--- src/hdl/cpu_pkg.sv ---
package cpu_pkg;

	typedef logic [31:0] uint32_t;
	typedef logic [4:0]  reg_addr_t;

	localparam uint32_t RESET_PC = 32'h0000_0000;

	// primary opcodes
	localparam logic [5:0] OP_SPECIAL = 6'b000000;
	localparam logic [5:0] OP_J       = 6'b000010;
	localparam logic [5:0] OP_BEQ     = 6'b000100;
	localparam logic [5:0] OP_BNE     = 6'b000101;
	localparam logic [5:0] OP_ADDIU   = 6'b001001;
	localparam logic [5:0] OP_SLTI    = 6'b001010;
	localparam logic [5:0] OP_ANDI    = 6'b001100;
	localparam logic [5:0] OP_ORI     = 6'b001101;
	localparam logic [5:0] OP_XORI    = 6'b001110;
	localparam logic [5:0] OP_LUI     = 6'b001111;
	localparam logic [5:0] OP_LB      = 6'b100000;
	localparam logic [5:0] OP_LW      = 6'b100011;
	localparam logic [5:0] OP_LBU     = 6'b100100;
	localparam logic [5:0] OP_SB      = 6'b101000;
	localparam logic [5:0] OP_SW      = 6'b101011;

	// SPECIAL function field
	localparam logic [5:0] FN_SLL   = 6'b000000;
	localparam logic [5:0] FN_SRL   = 6'b000010;
	localparam logic [5:0] FN_SRA   = 6'b000011;
	localparam logic [5:0] FN_MFHI  = 6'b010000;
	localparam logic [5:0] FN_MFLO  = 6'b010010;
	localparam logic [5:0] FN_MULTU = 6'b011001;
	localparam logic [5:0] FN_ADDU  = 6'b100001;
	localparam logic [5:0] FN_SUBU  = 6'b100011;
	localparam logic [5:0] FN_AND   = 6'b100100;
	localparam logic [5:0] FN_OR    = 6'b100101;
	localparam logic [5:0] FN_XOR   = 6'b100110;
	localparam logic [5:0] FN_SLT   = 6'b101010;
	localparam logic [5:0] FN_SLTU  = 6'b101011;

	typedef enum logic [3:0] {
		ALU_NONE, ALU_ADD, ALU_SUB, ALU_AND, ALU_OR, ALU_XOR, ALU_SLT, ALU_SLTU,
		ALU_SLL, ALU_SRL, ALU_SRA, ALU_LUI, ALU_MFHI, ALU_MFLO, ALU_MULTU
	} alu_op_t;

	typedef enum logic [2:0] {
		MEM_NONE, MEM_LW, MEM_LB, MEM_LBU, MEM_SW, MEM_SB
	} mem_op_t;

	typedef enum logic [1:0] {
		BR_NONE, BR_BEQ, BR_BNE, BR_J
	} branch_t;

	typedef struct packed {
		uint32_t   pc;
		alu_op_t   alu_op;
		mem_op_t   mem_op;
		branch_t   branch;
		uint32_t   op_a;
		uint32_t   op_b;
		uint32_t   store_data;
		uint32_t   imm_target;
		reg_addr_t rd;
		logic      valid;
	} decode_t;

	typedef struct packed {
		uint32_t   result;
		uint32_t   store_data;
		mem_op_t   mem_op;
		reg_addr_t rd;
		logic      valid;
	} exmem_t;

endpackage

--- src/hdl/decode_and_issue.sv ---
module decode_and_issue
	import cpu_pkg::*;
(
	input  uint32_t         fetch_pc,
	input  uint32_t         fetch_instr,
	input  logic            fetch_valid,
	output reg_addr_t [1:0] raddr,
	input  uint32_t   [1:0] rdata,
	input  exmem_t          ex_fwd,
	input  reg_addr_t       mem_rd,
	input  uint32_t         mem_data,
	output decode_t         decoded,
	output reg_addr_t       src_rs,
	output reg_addr_t       src_rt
);

logic [5:0] opcode;
logic [5:0] funct;
reg_addr_t  rs;
reg_addr_t  rt;
reg_addr_t  rd;
uint32_t    imm_sext;
uint32_t    imm_zext;
uint32_t    shamt;
uint32_t    pc_next;
uint32_t    rs_val;
uint32_t    rt_val;

assign opcode   = fetch_instr[31:26];
assign rs       = fetch_instr[25:21];
assign rt       = fetch_instr[20:16];
assign rd       = fetch_instr[15:11];
assign funct    = fetch_instr[5:0];
assign imm_sext = {{16{fetch_instr[15]}}, fetch_instr[15:0]};
assign imm_zext = {16'h0, fetch_instr[15:0]};
assign shamt    = {27'h0, fetch_instr[10:6]};
assign pc_next  = fetch_pc + 32'd4;

assign raddr[0] = rs;
assign raddr[1] = rt;

// newest producer wins: execute, then memory, then register file
function automatic uint32_t fwd(reg_addr_t src, uint32_t reg_val, exmem_t ex,
	reg_addr_t wb_src, uint32_t wb_val);
	if (src == '0) begin
		return '0;
	end else if (ex.valid && ex.rd == src) begin
		return ex.result;
	end else if (wb_src == src) begin
		return wb_val;
	end
	return reg_val;
endfunction

assign rs_val = fwd(rs, rdata[0], ex_fwd, mem_rd, mem_data);
assign rt_val = fwd(rt, rdata[1], ex_fwd, mem_rd, mem_data);

always_comb begin
	decoded            = '0;
	src_rs             = '0;
	src_rt             = '0;
	decoded.pc         = fetch_pc;
	decoded.op_a       = rs_val;
	decoded.op_b       = rt_val;
	decoded.store_data = rt_val;
	decoded.imm_target = pc_next + {imm_sext[29:0], 2'b00};
	decoded.valid      = fetch_valid;
	if (fetch_valid) begin
		case (opcode)
			OP_SPECIAL: begin
				src_rs     = rs;
				src_rt     = rt;
				decoded.rd = rd;
				case (funct)
					FN_ADDU: decoded.alu_op = ALU_ADD;
					FN_SUBU: decoded.alu_op = ALU_SUB;
					FN_AND:  decoded.alu_op = ALU_AND;
					FN_OR:   decoded.alu_op = ALU_OR;
					FN_XOR:  decoded.alu_op = ALU_XOR;
					FN_SLT:  decoded.alu_op = ALU_SLT;
					FN_SLTU: decoded.alu_op = ALU_SLTU;
					FN_SLL, FN_SRL, FN_SRA: begin
						// shift amount travels in op_a
						src_rs         = '0;
						decoded.op_a   = shamt;
						decoded.alu_op = funct == FN_SLL ? ALU_SLL :
							funct == FN_SRL ? ALU_SRL : ALU_SRA;
					end
					FN_MULTU: begin
						decoded.alu_op = ALU_MULTU;
						decoded.rd     = '0;
					end
					FN_MFHI, FN_MFLO: begin
						src_rs         = '0;
						src_rt         = '0;
						decoded.alu_op = funct == FN_MFHI ? ALU_MFHI : ALU_MFLO;
					end
					default: begin
						src_rs     = '0;
						src_rt     = '0;
						decoded.rd = '0;
					end
				endcase
			end
			OP_J: begin
				decoded.branch     = BR_J;
				decoded.imm_target = {pc_next[31:28], fetch_instr[25:0], 2'b00};
			end
			OP_BEQ, OP_BNE: begin
				src_rs         = rs;
				src_rt         = rt;
				decoded.branch = opcode == OP_BEQ ? BR_BEQ : BR_BNE;
			end
			OP_ADDIU, OP_SLTI, OP_ANDI, OP_ORI, OP_XORI, OP_LUI: begin
				src_rs       = opcode == OP_LUI ? reg_addr_t'(0) : rs;
				decoded.rd   = rt;
				decoded.op_b = imm_sext;
				case (opcode)
					OP_ADDIU: decoded.alu_op = ALU_ADD;
					OP_SLTI:  decoded.alu_op = ALU_SLT;
					OP_ANDI:  decoded.alu_op = ALU_AND;
					OP_ORI:   decoded.alu_op = ALU_OR;
					OP_XORI:  decoded.alu_op = ALU_XOR;
					default:  decoded.alu_op = ALU_LUI;
				endcase
				if (opcode == OP_ANDI || opcode == OP_ORI || opcode == OP_XORI) begin
					decoded.op_b = imm_zext;
				end
			end
			OP_LW, OP_LB, OP_LBU: begin
				src_rs         = rs;
				decoded.rd     = rt;
				decoded.op_b   = imm_sext;
				decoded.alu_op = ALU_ADD;
				decoded.mem_op = opcode == OP_LW ? MEM_LW :
					opcode == OP_LB ? MEM_LB : MEM_LBU;
			end
			OP_SW, OP_SB: begin
				src_rs         = rs;
				src_rt         = rt;
				decoded.op_b   = imm_sext;
				decoded.alu_op = ALU_ADD;
				decoded.mem_op = opcode == OP_SW ? MEM_SW : MEM_SB;
			end
			default: begin
				// unsupported opcode runs as a no-op
				decoded.rd = '0;
			end
		endcase
	end
end

endmodule

--- config.mk ---
export PLATFORM = sky130hd
export DESIGN_NAME = decode_and_issue
export DESIGN_NICKNAME = d
export VERILOG_FILES = /design/src/hdl/cpu_pkg.sv /design/src/hdl/decode_and_issue.sv
export SDC_FILE = /design/constraint.sdc
export NUM_CORES = 1
export LEC_CHECK = 0
export BUFFER_PORTS_ARGS = -buffer_cell sky130_fd_sc_hd__buf_4
export CAP_MARGIN = 20
export CORE_AREA = 4 4 167 169
export DETAILED_ROUTE_END_ITERATION = 10
export DIE_AREA = 0 0 171 173
export PLACE_DENSITY = 0.58
export SYNTH_ARGS = -nofsm -noshare
export SYNTH_HDL_FRONTEND = slang
export SYNTH_SLANG_ARGS = --single-unit
export TNS_END_PERCENT = 1
--- constraint.sdc ---
create_clock -name vclk -period 10.7
set_input_delay 2.14 -clock vclk [all_inputs]
set_output_delay 2.14 -clock vclk [all_outputs]
set_load 0.02 [all_outputs]
After elaboration in Yosys (flattened, before gate mapping)
Index checks and enable logic that the tools add are counted.
Widths: inputs -> output; s select.
{"block": "totals", "out_inout_bits": 195, "reg_bits": 0, "wordCells": 95, "input_bits": 239}
{"block": "classes", "muxes": 42, "eq_ne": 30, "n_addsub": 2, "reduce_logical": 21}
{"op": "$mux 32", "n": 12}
{"op": "$mux 73", "n": 1}
{"op": "$eq 6x6->1 const B", "n": 12}
{"op": "$pmux 32 s2", "n": 1}
{"op": "$pmux 4 s10", "n": 1}
{"op": "$mux 37", "n": 1}
{"op": "$eq 6x4->1 const B", "n": 6}
{"op": "$add 32x3->32 const B", "n": 1}
{"op": "$add 32x32->32", "n": 1}
{"op": "$mux 5", "n": 6}
{"op": "$eq 5x5->1", "n": 4}
{"op": "$pmux 4 s5", "n": 1}
{"op": "$pmux 5 s2", "n": 2}
{"op": "$eq 6x2->1 const B", "n": 3}
{"op": "$eq 6x5->1 const B", "n": 3}
{"op": "$pmux 5 s3", "n": 1}
{"op": "$eq 6x3->1 const B", "n": 2}
{"op": "$logic_not 6->1", "n": 2}
{"op": "$pmux 4 s3", "n": 1}
{"op": "$reduce_or 12->1", "n": 1}
{"op": "$reduce_or 11->1", "n": 1}
{"op": "$logic_not 5->1", "n": 2}
{"op": "$mux 1", "n": 9}
{"op": "$reduce_or 9->1", "n": 1}
{"op": "other kinds (12)", "n": 20}

Logic depth before layout (Yosys ltp)
{"block": "depth", "depth_word": 8, "depth_mapped": 16, "ltp_nobuf": 16}

Least setup slack after synthesis
Ideal clock, no wire load.
{"block": "synth_path", "path_kind": "input-to-output", "start": "in fetch_pc[5]", "end": "out decoded[36] (netlist bit)", "arrival_time_ns": 5.136, "required_ns": 8.560, "stages": 16, "slack_ns": 3.424, "n_path_buf": 1, "path_cell_list": "and4_1 and3_1 and2b_1 nand2_1 nor2_1 nand3_1 xnor2_1 ha_1 clkbuf_1 and3_1 nor3b_1 a21oi_1 o2111ai_1 a31oi_1 mux2_2 nor3_2"}
{"element": "start, declared", "line": "decode_and_issue.sv:4", "rtl": "input uint32_t fetch_pc,"}
{"element": "end, declared", "line": "decode_and_issue.sv:12", "rtl": "output decode_t decoded,"}

==> results.md <==
Pwr:
- Registers are responsible for 0% of the overall power.
- The static leakage is 0.00429 uW.
- Net switching is 56.2% of the power.
- The power density over the cells is 61.2 nW/um^2.
- The share of total power in combinational logic is 100.0%.
- The proportion of power drawn by the clock network is 0%.
- The reported net switching power is 304 uW.
- The worst-case IR drop observed on VDD is 0.0330 mV.
- The internal power of the cells is 237 uW.

Timing:
- The worst path in the final design needs a cycle of 7.92 ns, including I/O delays and setup.
- The final count of pins violating max slew was 0.
- Setup repair after global routing left no endpoint under its margin.
- The setup-violating endpoint count in the final report is 0.
- The number of hold-slack violations in the final timing report is 0.
- For this run, the top clock speed supported by timing is 126 MHz.
- Across all setup checks in the final design, the least slack found is 2.78 ns.
- In this run the tightest slew margin relative to its limit is 41.3%.
- The sum of negative setup slack is 0 ns.
- At the pin with the least slew margin, the transition time is 0.875 ns.
- The part of the cycle the worst path needs is 74.0%.
- Final hold analysis gives a worst-case slack of 4.48 ns.

Critical path:
- The startpoint kind of the worst setup timing path is a primary input.
- The critical path buffer and inverter count is 2.
- Broken down by cell family, the worst path's largest delay share belongs to simple AND/OR/NAND/NOR gates.
- The cell type of the slowest stage on the worst timing path is ha_1.
- Of all nets on the critical path, the largest fanout is 8.
- The sort of element at the end of the critical path is a primary output.
- For the worst setup path, the data arrival time is 5.78 ns.
- STA puts the critical path data required time at 8.56 ns.
- The worst setup path is of the primary input to primary output kind.
- The critical path goes through buf_4 -> and4_1 -> and3_1 -> and2b_1 -> nand2_1 -> nor2_1 -> nand3_1 -> xnor2_1 -> ha_1 -> and3_1 -> nor3b_1 -> a21oi_1 -> o2111ai_1 -> a31oi_1 -> mux2_2 -> nor3_2 -> buf_4.
- The delay of the slowest critical-path stage is 0.40 ns.

Layout:
- The number of nets in the finished design is 1489.
- In the finished design the tool counted flip-flops and latches totalling 0.
- For this run, the share of the core covered by cells in the final layout is 33.3%.
- In the final layout, the share of cells above drive strength 1 is 37.0%.
- The layout overhead on the synthesized area is 51.4%.
- The post-route standard cell area excluding fillers is 8850 um^2.
- The flip-flop and latch area is 0 um^2.
- The layout has 0 clock buffers.

Detailed routing:
- The total via count in the routed design is 7835.
- The number of iterations in the first detailed-routing pass is 7.
- The DRC marker count from the first detailed-route iteration is 531.
- In the final routed layout, each cell accounts on average for 19.8 um.
- After detailed routing, the number of remaining DRC violations is 0.
- Dividing the detail-routed via count by the number of cells gives 5.04.
- The detailed-route wire length is 30800 um.
- The remaining antenna violation count after routing is 0.

Die:
- From left edge to right edge, the die measures 171 um.
- The row count is 60.
- The I/O pin total is 434.
- The die height is 173 um.
- The starting density of the core is 22.0%.
- The floorplan step defined a core boundary enclosing 26600 um^2.
- The die covers 29600 um^2.

Synthesis:
- The netlist area before placement is 5850 um^2.
- The number of distinct library cells after synthesis is 64.
- A synthesized cell averages 6.46 um^2.
- When the netlist entered floorplanning its net count stood at 1180.
- The share of the Yosys chip area taken by registers is 0%.
- The number of warnings issued by yosys is 0.
- Synthesis handed over a netlist of 905 instances.

Outcome:
- The flow ran to the end, and the final reports show no timing, DRC or antenna violations.

Global route:
- The number of global-route vias before repair was 7354.
- The global-route wire length before repair is 44500 um.
- The number of antenna violations at the first check in global routing was 3.
- Global routing finished with a remaining overflow of 0.
- The pin count of the biggest net entering global routing is 65.
- The total track usage is 18.8%.

Job:
- Max-cap violations in this run came to 0.

Clock network:
- For this design, the CTS-stage hold fixing added 0 buffers.
- The number of gates resized after cts is 0.
- The buffers inserted during post-CTS setup optimization is 0.

Place:
- OpenSTA, run right after detailed placement, puts the worst setup slack at 2.77 ns.
- The routability-driven placement congestion ratio is 0.897.
- After detailed placement, the total cell area comes to 8820 um^2.
- Port buffering added 399 buffers.
- Summed over all nets, the half-perimeter wirelength after detailed placement is 25800 um.

Hold path:
- In this run the worst hold path is classified as primary input to primary output.
==> path summary, 6_finish.rpt <==
kind	start	to	depth (start not counted)
min	fetch_pc[0]	decoded[143]	2
max	fetch_pc[5]	decoded[36]	17
==> power by group through the flow <==
| stage | sequential, uW | combinational (uW) | clock, uW |
|---|---|---|---|
| floorplan | 0 | 303 | 0 |
| global placement | 0 | 538 | 0 |
| detailed placement | 0 | 541 | 0 |
| CTS | 0 | 543 | 0 |
| global route | 0 | 581 | 0.0000250 |
| finish | 0 | 541 | 0.0000251 |
==> cell usage after synthesis (4+ instances only) <==
| cell | n | share of area [%] |
|---|---|---|
| ha_1 | 35 | 7.5 |
| inv_1 | 31 | 2.0 |
| a22o_1 | 5 | 0.75 |
| nor3_1 | 45 | 3.9 |
| and2_1 | 13 | 1.4 |
| a22oi_1 | 5 | 0.64 |
| a31oi_1 | 6 | 0.64 |
| clkbuf_1 | 44 | 2.8 |
| buf_4 | 44 | 5.6 |
| xor2_1 | 34 | 5.1 |
| nand3_1 | 27 | 2.3 |
| nor4_1 | 6 | 0.64 |
| mux2i_1 | 67 | 11 |
| mux2_2 | 17 | 3.3 |
| o21a_1 | 7 | 0.90 |
| o21ai_0 | 46 | 3.9 |
| a21o_1 | 16 | 2.1 |
| or3_1 | 4 | 0.43 |
| buf_2 | 13 | 1.1 |
| a211oi_1 | 20 | 2.6 |
| a21oi_1 | 92 | 7.9 |
| nand2_1 | 44 | 2.8 |
| nand2b_1 | 5 | 0.53 |
| xnor2_1 | 41 | 6.1 |
| nor2b_1 | 5 | 0.53 |
| nor2_1 | 130 | 8.3 |
| o32ai_1 | 5 | 0.75 |
| and3_1 | 14 | 1.5 |
| a211o_1 | 18 | 2.7 |
| o21bai_1 | 4 | 0.51 |
| nand4_1 | 12 | 1.3 |
==> cell type report <==
type	count	area, um^2
antenna	2	5.00
tap	341	427
timing repair buffer	409	3100
fill	2975	17700
inverter	31	116
multi-input combinational	772	5210
==> metrics by stage <==
stage               power [uW]  std cells
floorplan                  303        905
global placement           538       1551
detailed placement         541       1552
CTS                        543       1552
global route               581       1555
finish                     541       1555
==> layer usage <==
metal	share of wire [%]	routed length, um	global-route usage, %	vias to the layer above
met1	39	12100	23.1	3597
met4	3.2	981	5.32	0
met2	50	15300	33.8	329
li1	-	-	-	3859
met5	0	0	0	-
met3	7.7	2360	2.90	50
==> cells by family after synthesis <==
family	count (synthesis)	synth area share, %
simple gates	321	26.0
mux	84	14.7
xor+xnor	75	11.2
fa+ha+maj	36	7.83
buf+inv	133	11.6
compound gates	256	28.5
==> cell usage in the layout, fill, tap and decap left out, types with 3 or more instances in the layout <==
cell      count
nor2b_1       5
nor3_1       44
nand3_1      25
ha_1         35
o21ai_1       3
a211oi_1     20
or3_1         4
a21oi_1      92
a31oi_1       6
o32ai_1       5
a21o_1       16
and2_1       13
a22o_1        5
nand2b_1      5
nand4_1      12
inv_1        31
mux2_2       17
o21a_1        7
mux2i_1      67
and4_1        3
and3_1       13
a22oi_1       5
nand3b_1      3
nand2_1      44
xnor2_1      41
o22ai_1       3
o21ai_0      46
o21bai_1      4
a211o_1      18
nor4_1        6
xor2_1       34
buf_4       407
nor2_1      128
o211ai_1      3
No activity file was read; power rests on OpenSTA's default activity.
