### config.mk
export PLATFORM = sky130hd
export DESIGN_NAME = instr_mem
export DESIGN_NICKNAME = d
export VERILOG_FILES = /design/src/hdl/cpu_pkg.sv /design/src/hdl/instr_mem.sv
export SDC_FILE = /design/constraint.sdc
export NUM_CORES = 1
export LEC_CHECK = 0
export BUFFER_PORTS_ARGS = -buffer_cell sky130_fd_sc_hd__buf_4
export CORE_AREA = 2 2 82 84
export DETAILED_ROUTE_END_ITERATION = 10
export DIE_AREA = 0 0 84 86
export PLACE_DENSITY = 0.61
export SETUP_SLACK_MARGIN = 0.3
export SLEW_MARGIN = 10
export SYNTH_ARGS = -nofsm -noshare
export SYNTH_HDL_FRONTEND = slang
export SYNTH_SLANG_ARGS = --single-unit
### constraint.sdc
create_clock -name vclk -period 1.1
set_input_delay 0.055 -clock vclk [all_inputs]
set_output_delay 0.055 -clock vclk [all_outputs]
set_load 0.02 [all_outputs]
### src/hdl/cpu_pkg.sv
package cpu_pkg;

	typedef logic [31:0] uint32_t;
	typedef logic [4:0]  reg_addr_t;

	localparam uint32_t RESET_PC = 32'h0000_0000;

	// primary opcodes
	localparam logic [5:0] OP_SPECIAL = 6'b000000;
	localparam logic [5:0] OP_J       = 6'b000010;
	localparam logic [5:0] OP_BEQ     = 6'b000100;
	localparam logic [5:0] OP_BNE     = 6'b000101;
	localparam logic [5:0] OP_ADDIU   = 6'b001001;
	localparam logic [5:0] OP_SLTI    = 6'b001010;
	localparam logic [5:0] OP_ANDI    = 6'b001100;
	localparam logic [5:0] OP_ORI     = 6'b001101;
	localparam logic [5:0] OP_XORI    = 6'b001110;
	localparam logic [5:0] OP_LUI     = 6'b001111;
	localparam logic [5:0] OP_LB      = 6'b100000;
	localparam logic [5:0] OP_LW      = 6'b100011;
	localparam logic [5:0] OP_LBU     = 6'b100100;
	localparam logic [5:0] OP_SB      = 6'b101000;
	localparam logic [5:0] OP_SW      = 6'b101011;

	// SPECIAL function field
	localparam logic [5:0] FN_SLL   = 6'b000000;
	localparam logic [5:0] FN_SRL   = 6'b000010;
	localparam logic [5:0] FN_SRA   = 6'b000011;
	localparam logic [5:0] FN_MFHI  = 6'b010000;
	localparam logic [5:0] FN_MFLO  = 6'b010010;
	localparam logic [5:0] FN_MULTU = 6'b011001;
	localparam logic [5:0] FN_ADDU  = 6'b100001;
	localparam logic [5:0] FN_SUBU  = 6'b100011;
	localparam logic [5:0] FN_AND   = 6'b100100;
	localparam logic [5:0] FN_OR    = 6'b100101;
	localparam logic [5:0] FN_XOR   = 6'b100110;
	localparam logic [5:0] FN_SLT   = 6'b101010;
	localparam logic [5:0] FN_SLTU  = 6'b101011;

	typedef enum logic [3:0] {
		ALU_NONE, ALU_ADD, ALU_SUB, ALU_AND, ALU_OR, ALU_XOR, ALU_SLT, ALU_SLTU,
		ALU_SLL, ALU_SRL, ALU_SRA, ALU_LUI, ALU_MFHI, ALU_MFLO, ALU_MULTU
	} alu_op_t;

	typedef enum logic [2:0] {
		MEM_NONE, MEM_LW, MEM_LB, MEM_LBU, MEM_SW, MEM_SB
	} mem_op_t;

	typedef enum logic [1:0] {
		BR_NONE, BR_BEQ, BR_BNE, BR_J
	} branch_t;

	typedef struct packed {
		uint32_t   pc;
		alu_op_t   alu_op;
		mem_op_t   mem_op;
		branch_t   branch;
		uint32_t   op_a;
		uint32_t   op_b;
		uint32_t   store_data;
		uint32_t   imm_target;
		reg_addr_t rd;
		logic      valid;
	} decode_t;

	typedef struct packed {
		uint32_t   result;
		uint32_t   store_data;
		mem_op_t   mem_op;
		reg_addr_t rd;
		logic      valid;
	} exmem_t;

endpackage

### src/hdl/instr_mem.sv
module instr_mem
	import cpu_pkg::*;
(
	input  exmem_t    data,
	output logic      dbus_read,
	output logic      dbus_write,
	output uint32_t   dbus_addr,
	output logic [3:0] dbus_byteenable,
	output uint32_t   dbus_wdata,
	input  uint32_t   dbus_rddata,
	output reg_addr_t wb_rd,
	output uint32_t   wb_data
);

logic       is_load;
logic       is_store;
logic       is_byte;
logic [1:0] lane;
logic [7:0] load_byte;

assign is_load  = data.mem_op == MEM_LW || data.mem_op == MEM_LB || data.mem_op == MEM_LBU;
assign is_store = data.mem_op == MEM_SW || data.mem_op == MEM_SB;
assign is_byte  = data.mem_op == MEM_LB || data.mem_op == MEM_LBU || data.mem_op == MEM_SB;
assign lane     = data.result[1:0];

assign dbus_read  = data.valid & is_load;
assign dbus_write = data.valid & is_store;
assign dbus_addr  = {data.result[31:2], 2'b00};

assign dbus_byteenable = is_byte ? 4'b0001 << lane : 4'b1111;

// byte stores go out on every lane
assign dbus_wdata = data.mem_op == MEM_SB ? {4{data.store_data[7:0]}} : data.store_data;

assign load_byte = dbus_rddata[8 * lane +: 8];

always_comb begin
	case (data.mem_op)
		MEM_LW:  wb_data = dbus_rddata;
		MEM_LB:  wb_data = {{24{load_byte[7]}}, load_byte};
		MEM_LBU: wb_data = {24'h0, load_byte};
		default: wb_data = data.result;
	endcase
end

assign wb_rd = data.valid ? data.rd : '0;

endmodule

== After elaboration in Yosys (flattened, before gate mapping) ==
Index checks and enable logic that the tools add are counted.
Storage, ports and cells
  bits of input ports: 105
  flip-flop bits (word level): 0
  output and inout bits: 107
  logic and storage cells: 18
Operators by class
  eq/ne operators: 5
  multiplexer cells: 4
  shift operators: 2
  reductions and logical operators: 5
  bitwise gates (word level): 2
Operators with widths (count)
  $pmux W32 S3: 1
  $mux W32: 1
  $shiftx A32 B6 Y8: 1
  $eq A3 B2 Y1 const B: 2
  $eq A3 B3 Y1 const B: 2
  $logic_or A1 B1 Y1: 5
  $mux W5: 1
  $mux W4: 1
  $shl A1 B2 Y4 const A: 1
  $eq A3 B1 Y1 const B: 1
  $and A1 B1 Y1: 2

== Depth between registers and ports, before layout ==
Gate-level depths: netlist of run 1.
  depth after elaboration: 4
  depth in mapped cells: 5
  mapped depth without buffers: 3

== Least setup slack after synthesis of run 1 ==
OpenSTA, ideal clock, no wires.
  kind: input -> output
  start: in data[7] in the netlist's numbering
  end: out wb_data[11]
  stages on the path: 2
  required time: 1045 ps
  slack: -67 ps
  buffers on the path: 0
  arrival time: 1112 ps
  cells stage by stage: nand2b_1 -> o311ai_0
Between the ends
  word-level cells in the longest chain between the ends: 2
  elaborated cells on any way between the ends: 4
  classes of those cells: eq/ne: 3; mux: 1
Ends and longest elaborated chain
  start, declared: line instr_mem.sv:4  | input exmem_t data,
  $eq A3 B2 Y1 or $eq A3 B1 Y1 (tied branches): line instr_mem.sv:38  | case (data.mem_op)
  $pmux W32 S3 (*): line instr_mem.sv:38
  end, declared: line instr_mem.sv:12  | output uint32_t wb_data
Every way passes the cells marked *; elsewhere a longest branch is shown, timed or not.

== Worst setup path after layout of run 1 ==
  start: in data[41] in the netlist's numbering
  end: out wb_data[23]
Between the ends
  word-level cells in the longest chain between the ends: 2
Ends and longest elaborated chain
  $shiftx A32 B6 Y8: line instr_mem.sv:35  | assign load_byte = dbus_rddata[8 * lane +: 8];
  $pmux W32 S3: line instr_mem.sv:38
Every way passes these cells.

==> impl_metrics.env, run 1 <==
export IMPL_synth_fa_ha_area_share_pct=0
export IMPL_end_kind="output pin"
export IMPL_drv_slew=0
export IMPL_p_sw_mw=1.08
export IMPL_cts_hold_buf=0
export IMPL_clock_power_share_pct=0
export IMPL_fp_coreArea_mm2=0.00628
export IMPL_synth_xor_area_share_pct=0
export IMPL_p_int_mw=1.12
export IMPL_die_x_um=84
export IMPL_cp_data_arrival_time_ns=1.24
export IMPL_clock_fmax_mhz=774
export IMPL_synth_seq_area_share_pct=0
export IMPL_netlist_area_mm2=0.00143
export IMPL_yosys_area_share_simple_pct=31.9
export IMPL_antenna_found_initial=0
export IMPL_rsz0062_at_grt="true"
export IMPL_setup_viol_count_final=38
export IMPL_required_ns=1.04
export IMPL_yosysUniqueCellTypes=27
export IMPL_synthesis_instances=250
export IMPL_drc=0
export IMPL_ant_nets=0
export IMPL_grt_pass1_vias=2441
export IMPL_status="complete, but fails checks"
export IMPL_antenna_cells=0
export IMPL_powerDensity_mw_per_mm2=530
export IMPL_multiInputGateArea_mm2=0.00168
export IMPL_finalCriticalPeriod_ns=1.29
export IMPL_synth_top_family_by_area="buffers and inverters"
export IMPL_min_from="data[71]"
export IMPL_via_count=2439
export IMPL_cp_depth=6
export IMPL_start_util_pct=22.7
export IMPL_hold_class="primary input to output pin"
export IMPL_fin_ws_ns=-0.192
export IMPL_syn_to_final_growth_pct=190
export IMPL_grt_start_max_net_pins=26
export IMPL_seqCellArea_um2=0
export IMPL_hold_slack_ns=0.317
export IMPL_irDropWorstVdd_mv=0.262
export IMPL_gr_usage_all_layers_pct=20.5
export IMPL_crit_start="data[41]"
export IMPL_worstPathMaxFanout=7
export IMPL_io_pins=212
export IMPL_nFlopsAndLatches=0
export IMPL_synth_compound_area_share_pct=24.6
export IMPL_port_buffers=210
export IMPL_die_h_um=86
export IMPL_crit_type="primary input to output pin"
export IMPL_worst_path_buf_inv=3
export IMPL_syn_avg_cell_area_um2=5.71
export IMPL_wl_per_cell_um=16.1
export IMPL_fill_cells=535
export IMPL_dieArea_mm2=0.00722
export IMPL_fin_area_mm2=0.00414
export IMPL_slowest_stage="mux4_2"
export IMPL_synth_mux_area_share_pct=7.11
export IMPL_ys_warn_count=0
export IMPL_pwr_share_comb_pct=100.0
export IMPL_hpwl_mm=6.28
export IMPL_violations="setup timing"
export IMPL_drt_iter0_markers=27
export IMPL_crit_family="multiplexers"
export IMPL_seqPwrFrac_pct=0
export IMPL_vias_per_cell=4.73
export IMPL_cap_violations=0
export IMPL_sw_frac_of_total_pct=49.1
export IMPL_grt_pass1_wl_mm=12.2
export IMPL_fin_nets=546
export IMPL_period_share_pct=117
export IMPL_crit_chain="buf_8 -> mux4_2 -> nand2_4 -> clkbuf_16 -> o311ai_1 -> buf_4"
export IMPL_place_congestion=0.784
export IMPL_drive_gt1_share_pct=80.2
export IMPL_wl_mm=8.32
export IMPL_cpPeakStageDelay_ns=0.54
export IMPL_dr_pass1_iters=4
export IMPL_nClkBuffers=0
export IMPL_mostFrequentLayoutCells="buf_4 (175), buf_6 (57), nand2_4 (35)"
export IMPL_grt_ovfl_total=0
export IMPL_dpl_cell_area_mm2=0.00329
export IMPL_p_leak_nw=2.19
export IMPL_final_hold_viol_count=0
export IMPL_final_common_cell="buf_4"
export IMPL_rows=29
export IMPL_crit_end="wb_data[23]"
export IMPL_cp_start_kind="primary input"
export IMPL_tns_ns=-4.55
## cell usage after synthesis, drive strengths merged
cell	number	area [um^2]
nor2	2	7.51
o21bai	1	7.51
a22oi	7	52.6
o221ai	7	61.3
nor3b	2	15.0
inv	33	124
nor3	2	10.0
buf	51	367
o21ai	2	10.0
nand3b	1	7.51
o32a	1	10.0
nand2b	3	18.8
clkbuf	6	23.8
o311ai	24	210
and3b	1	8.76
mux2	7	78.8
nor2b	2	12.5
mux4	1	22.5
conb	1	3.75
nand2	91	344
and2	5	31.3
## power by group through the flow
stage / combinational (mW) / clock [mW] / sequential (mW)
4_1_cts: 2.10 / 0 / 0
3_3_place_gp: 1.79 / 0 / 0
2_1_floorplan: 1.03 / 0 / 0
5_1_grt: 2.31 / 0 / 0
6_report: 2.19 / 0 / 0
3_5_place_dp: 1.80 / 0 / 0
## per-layer routing
metal | wire [um] | track usage (%) | part of all wire, %
met2 | 4440 | 40.4 | 53
met1 | 3150 | 23.8 | 38
met4 | 201 | 4.11 | 2.4
met3 | 530 | 2.41 | 6.4
met5 | 0 | 0 | 0
## cells by family after synthesis
logic type / after synthesis
compound gates: 42
buf+inv: 90
mux: 8
other cells: 1
simple gates: 109
## cell type report
type,count,share of cell area (%)
multi-input combinational,161,40.6
timing repair buffer,245,54.1
tap,77,2.33
inverter,33,2.99
## timing repair
item,4_1_cts,5_1_grt
endpoints found under the hold margin,0,0
endpoints found under the setup margin,60,62
buffers inserted,7,0
resized for setup,144,28
pin swaps,59,5
cloned,3,1
## through the flow
| stage | setup slack (ns) | power [mW] | utilization (%) | instances |
|---|---|---|---|---|
| 6_report | -0.192 | 2.19 | 65.9 | 516 |
| 4_1_cts | -0.175 | 2.10 | 62.9 | 515 |
| 2_1_floorplan | -0.0356 | 1.03 | - | 251 |
| 3_3_place_gp | -0.174 | 1.79 | 52.4 | 505 |
| 3_5_place_dp | -0.190 | 1.80 | 52.4 | 505 |
| 5_1_grt | -0.230 | 2.31 | 65.9 | 516 |
## worst min path at each step
| stage | end | cells past startpoint |
|---|---|---|
| 2_1_floorplan | dbus_write | 1 |
| 3_3_place_gp | dbus_addr[23] | 2 |
| 3_5_place_dp | dbus_addr[30] | 2 |
| 4_1_cts | dbus_addr[30] | 2 |
| 5_1_grt | dbus_addr[3] | 2 |
| 6_report | dbus_addr[30] | 2 |
No activity file was read; power rests on OpenSTA's default activity.
==> run 2: changes to the inputs <==
--- a/config.mk
+++ b/config.mk
@@ -9,7 +9,7 @@
 export CORE_AREA = 2 2 82 84
 export DETAILED_ROUTE_END_ITERATION = 10
 export DIE_AREA = 0 0 84 86
-export PLACE_DENSITY = 0.61
+export MAX_ROUTING_LAYER = met4
 export SETUP_SLACK_MARGIN = 0.3
 export SLEW_MARGIN = 10
 export SYNTH_ARGS = -nofsm -noshare
==> run 2 against run 1 <==
The run still ends with setup timing left. First-iteration DRC count grew 140%. Critical endpoint is now wb_data[7]. Final cell count fell by 0.19%. Via count rose by 1.2%. Core utilization is 1.9 points lower. Worst setup slack improved by 0.033 ns. Largest power group unchanged. Non-clock buffer count is 1 lower. Fmax rose by 2.6%. Largest cell class unchanged.
==> impl_metrics.env, run 2 (synthesis results as in run 1) <==
export IMPL_p_total_mw=2.16
export IMPL_start_util_pct=22.7
export IMPL_die_h_um=86
export IMPL_port_buffers=210
export IMPL_nFlopsAndLatches=0
export IMPL_rsz0062_at_grt="true"
export IMPL_fin_ws_ns=-0.160
export IMPL_irDropWorstVdd_mv=0.291
export IMPL_cts_hold_buf=0
export IMPL_grt_start_max_net_pins=24
export IMPL_clock_fmax_mhz=794
export IMPL_die_x_um=84
export IMPL_wl_per_cell_um=16.8
export IMPL_final_core_util_pct=64.0
export IMPL_drc=0
export IMPL_placed_cells=508
export IMPL_grt_pass1_wl_mm=12.9
export IMPL_sw_frac_of_total_pct=49.8
export IMPL_nClkBuffers=0
export IMPL_dieArea_mm2=0.00722
export IMPL_seqCellArea_um2=0
export IMPL_dr_pass1_iters=4
export IMPL_fin_nets=545
export IMPL_violations="setup timing"
export IMPL_vias_per_cell=4.79
export IMPL_place_congestion=0.893
export IMPL_p_sw_mw=1.07
export IMPL_powerDensity_mw_per_mm2=536
export IMPL_syn_to_final_growth_pct=182
export IMPL_cp_start_kind="primary input"
export IMPL_antenna_found_initial=0
export IMPL_wl_mm=8.67
export IMPL_crit_family="multiplexers"
export IMPL_fp_coreArea_mm2=0.00628
export IMPL_status="complete, but fails checks"
export IMPL_ant_nets=0
export IMPL_cap_violations=0
export IMPL_final_common_cell="buf_4"
export IMPL_drive_gt1_share_pct=79.2
export IMPL_worstPathMaxFanout=2
export IMPL_end_kind="output pin"
export IMPL_pwr_share_comb_pct=100.0
export IMPL_final_hold_viol_count=0
export IMPL_drv_slew=0
export IMPL_p_int_mw=1.08
export IMPL_slowest_stage="mux4_2"
export IMPL_clock_power_share_pct=0
export IMPL_p_leak_nw=2.14
export IMPL_finalCriticalPeriod_ns=1.26
export IMPL_stdcell_count=515
export IMPL_required_ns=1.04
export IMPL_hold_class="primary input to output pin"
export IMPL_crit_chain="buf_6 -> mux4_2 -> buf_4 -> buf_6 -> nor2_4 -> nor3_2 -> buf_4"
export IMPL_via_count=2469
export IMPL_rows=29
export IMPL_worst_path_buf_inv=4
export IMPL_fill_cells=550
export IMPL_mostFrequentLayoutCells="buf_4 (180), buf_6 (52), nand2_4 (37)"
export IMPL_setup_viol_count_final=32
export IMPL_fin_area_mm2=0.00402
export IMPL_cp_data_arrival_time_ns=1.20
export IMPL_drt_iter0_markers=64
export IMPL_hpwl_mm=6.63
export IMPL_io_pins=212
export IMPL_grt_ovfl_total=0
export IMPL_grt_pass1_vias=2577
export IMPL_cpPeakStageDelay_ns=0.53
export IMPL_seqPwrFrac_pct=0
export IMPL_antenna_cells=0
export IMPL_gr_usage_all_layers_pct=22.4
export IMPL_period_share_pct=115
export IMPL_dpl_cell_area_mm2=0.00331
export IMPL_crit_type="primary input to output pin"
-- run 2: per-layer routing --
metal / GRT usage (%) / share of wire (%) / vias up
li1: - / - / 1173
met1: 26.8 / 37 / 1181
met2: 42.5 / 56 / 106
met3: 1.54 / 5.7 / 9
met4: 2.20 / 0.95 / 0
met5: - / 0 / -
-- run 2: metrics by stage --
step                      setup TNS (ns)  hold WS, ns  setup slack (ns)
after floorplan                   -0.357        0.161           -0.0356
after global placement             -4.68        0.318            -0.182
after detailed placement           -5.53        0.318            -0.189
after CTS                          -4.54        0.318            -0.175
after global routing               -5.18        0.323            -0.202
final                              -4.16        0.318            -0.160
-- run 2: final timing paths --
path | from | endpoint | slack [ns] | cells past startpoint
max | data[41] | wb_data[7] | -0.16 | 7
min | data[67] | dbus_addr[26] | 0.32 | 2
-- run 2: power groups by stage --
| stage | clock network, mW | registers [mW] | logic, mW |
|---|---|---|---|
| global placement | 0 | 0 | 1.81 |
| floorplan | 0 | 0 | 1.03 |
| global route | 0 | 0 | 2.27 |
| CTS | 0 | 0 | 2.08 |
| detailed placement | 0 | 0 | 1.83 |
| finish | 0 | 0 | 2.16 |
-- run 2: what timing repair did --
item / CTS / global route
setup buffers: 3 / 1
endpoints found under the setup margin: 61 / 61
pin swaps: 58 / 4
gates resized for setup: 135 / 30
cloned: 3 / 0
-- run 2: layout make-up --
cell class / count / area, um^2 / share of cell area, %
tap: 77 / 96.3 / 2.40
timing repair buffer: 244 / 2160 / 53.9
inverter: 33 / 124 / 3.08
multi-input combinational: 161 / 1630 / 40.7
==> run 3: changes to the inputs <==
--- a/config.mk
+++ b/config.mk
@@ -5,11 +5,10 @@
 export SDC_FILE = /design/constraint.sdc
 export NUM_CORES = 1
 export LEC_CHECK = 0
-export BUFFER_PORTS_ARGS = -buffer_cell sky130_fd_sc_hd__buf_4
 export CORE_AREA = 2 2 82 84
 export DETAILED_ROUTE_END_ITERATION = 10
 export DIE_AREA = 0 0 84 86
-export MAX_ROUTING_LAYER = met4
+export DONT_BUFFER_PORTS = 1
 export SETUP_SLACK_MARGIN = 0.3
 export SLEW_MARGIN = 10
 export SYNTH_ARGS = -nofsm -noshare
==> constraint.sdc (replaced) <==
create_clock -name vclk -period 1.43
set_input_delay 0.0715 -clock vclk [all_inputs]
set_output_delay 0.0715 -clock vclk [all_outputs]
set_load 0.02 [all_outputs]
==> run 3 against run 2 <==
The flow now finishes without violations. Global-route usage shrank 8.3 points. First-iteration DRC count increased by 41%. Non-clock buffer count fell by 199. Die area unchanged. Power shrank 65%. Final cell count decreased by 39%. Routed wire length fell by 29%. Critical path type unchanged. Critical endpoint is now wb_data[12]. Largest cell class is now multi-input combinational cells.
==> impl_metrics.env, run 3 (synthesis results as in run 1) <==
export IMPL_antenna_cells=0
export IMPL_powerDensity_mw_per_mm2=435
export IMPL_fin_area_mm2=0.00174
export IMPL_wl_mm=6.15
export IMPL_drt_iter0_markers=90
export IMPL_cp_data_arrival_time_ns=1.18
export IMPL_syn_to_final_growth_pct=21.7
export IMPL_crit_chain="mux4_2 -> nand2_8 -> clkbuf_16 -> o311ai_2 -> buf_4"
export IMPL_rows=29
export IMPL_ant_nets=0
export IMPL_grt_ovfl_total=0
export IMPL_nFlopsAndLatches=0
export IMPL_worst_path_buf_inv=2
export IMPL_final_hold_viol_count=0
export IMPL_wl_per_cell_um=19.5
export IMPL_nClkBuffers=0
export IMPL_fp_coreArea_mm2=0.00628
export IMPL_p_leak_nw=0.921
export IMPL_start_util_pct=22.7
export IMPL_end_kind="output pin"
export IMPL_slowest_stage="mux4_2"
export IMPL_place_congestion=0.700
export IMPL_stdcell_count=316
export IMPL_mostFrequentLayoutCells="nand2_1 (90), buf_4 (34), inv_1 (33)"
export IMPL_cap_violations=0
export IMPL_hpwl_mm=4.93
export IMPL_dieArea_mm2=0.00722
export IMPL_die_h_um=86
export IMPL_final_common_cell="nand2_1"
export IMPL_status="complete, no violations"
export IMPL_gr_usage_all_layers_pct=14.1
export IMPL_grt_start_max_net_pins=34
export IMPL_drc=0
export IMPL_setup_viol_count_final=0
export IMPL_period_share_pct=87.8
export IMPL_hold_class="primary input to output pin"
export IMPL_dr_pass1_iters=4
export IMPL_cp_start_kind="primary input"
export IMPL_port_buffers=0
export IMPL_io_pins=212
export IMPL_seqCellArea_um2=0
export IMPL_irDropWorstVdd_mv=0.128
export IMPL_via_count=1664
export IMPL_drive_gt1_share_pct=31.8
export IMPL_finalCriticalPeriod_ns=1.26
export IMPL_cpPeakStageDelay_ns=0.55
export IMPL_required_ns=1.36
export IMPL_worstPathMaxFanout=14
export IMPL_crit_family="multiplexers"
export IMPL_rsz0062_at_grt="true"
export IMPL_hold_slack_ns=0.143
export IMPL_die_x_um=84
export IMPL_clock_fmax_mhz=796
export IMPL_drv_slew=0
export IMPL_fin_nets=346
export IMPL_tns_ns=0
export IMPL_antenna_found_initial=0
export IMPL_dpl_cell_area_mm2=0.00151
export IMPL_vias_per_cell=5.27
export IMPL_crit_type="primary input to output pin"
export IMPL_placed_cells=314
export IMPL_grt_pass1_wl_mm=8.07
export IMPL_grt_pass1_vias=1418
run 3: cell types whose count changed in the layout (fill, tap and decap cells not counted), sizes merged:
cell | before | now
clkbuf | 0 | 1
buf | 244 | 44
run 3: path summary, 6_finish.rpt:
path | startpoint | cells after the start | end
setup / recovery | data[41] | 5 | wb_data[12]
hold / removal | data[48] | 0 | dbus_addr[7]
run 3: per-layer routing:
| metal | vias up | GRT usage, % | part of all wire, % |
|---|---|---|---|
| li1 | 770 | - | - |
| met5 | - | 0 | 0 |
| met2 | 105 | 22.9 | 49 |
| met4 | 0 | 1.61 | 0.75 |
| met3 | 8 | 2.41 | 7.5 |
| met1 | 781 | 20.0 | 43 |
run 3: cell type report:
cell class | instances | area [um^2]
Inverter | 33 | 124
Tap cell | 77 | 96.3
Timing Repair Buffer | 45 | 409
Multi-Input combinational cell | 161 | 1110
Fill cell | 679 | 4540
run 3: timing repair:
item,in CTS,in global routing
setup endpoints to repair,24,31
hold buffers,0,0
buffers inserted,0,1
gates resized for setup,7,26
hold endpoints to repair,0,0
gates cloned,0,1
run 3: through the flow:
step                      setup slack (ns)  power, mW  utilization (%)
after floorplan                      0.230      0.649                -
after global placement               0.197      0.672             24.0
after detailed placement             0.119      0.682             24.0
after CTS                            0.189      0.698             24.7
after global routing                 0.136      0.805             27.6
final                                0.174      0.755             27.6
run 3: power by group:
part | internal, mW | switching [mW] | leakage, nW
clock | 0 | 0 | 0
sequential | 0 | 0 | 0
combinational | 0.298 | 0.458 | 0.921
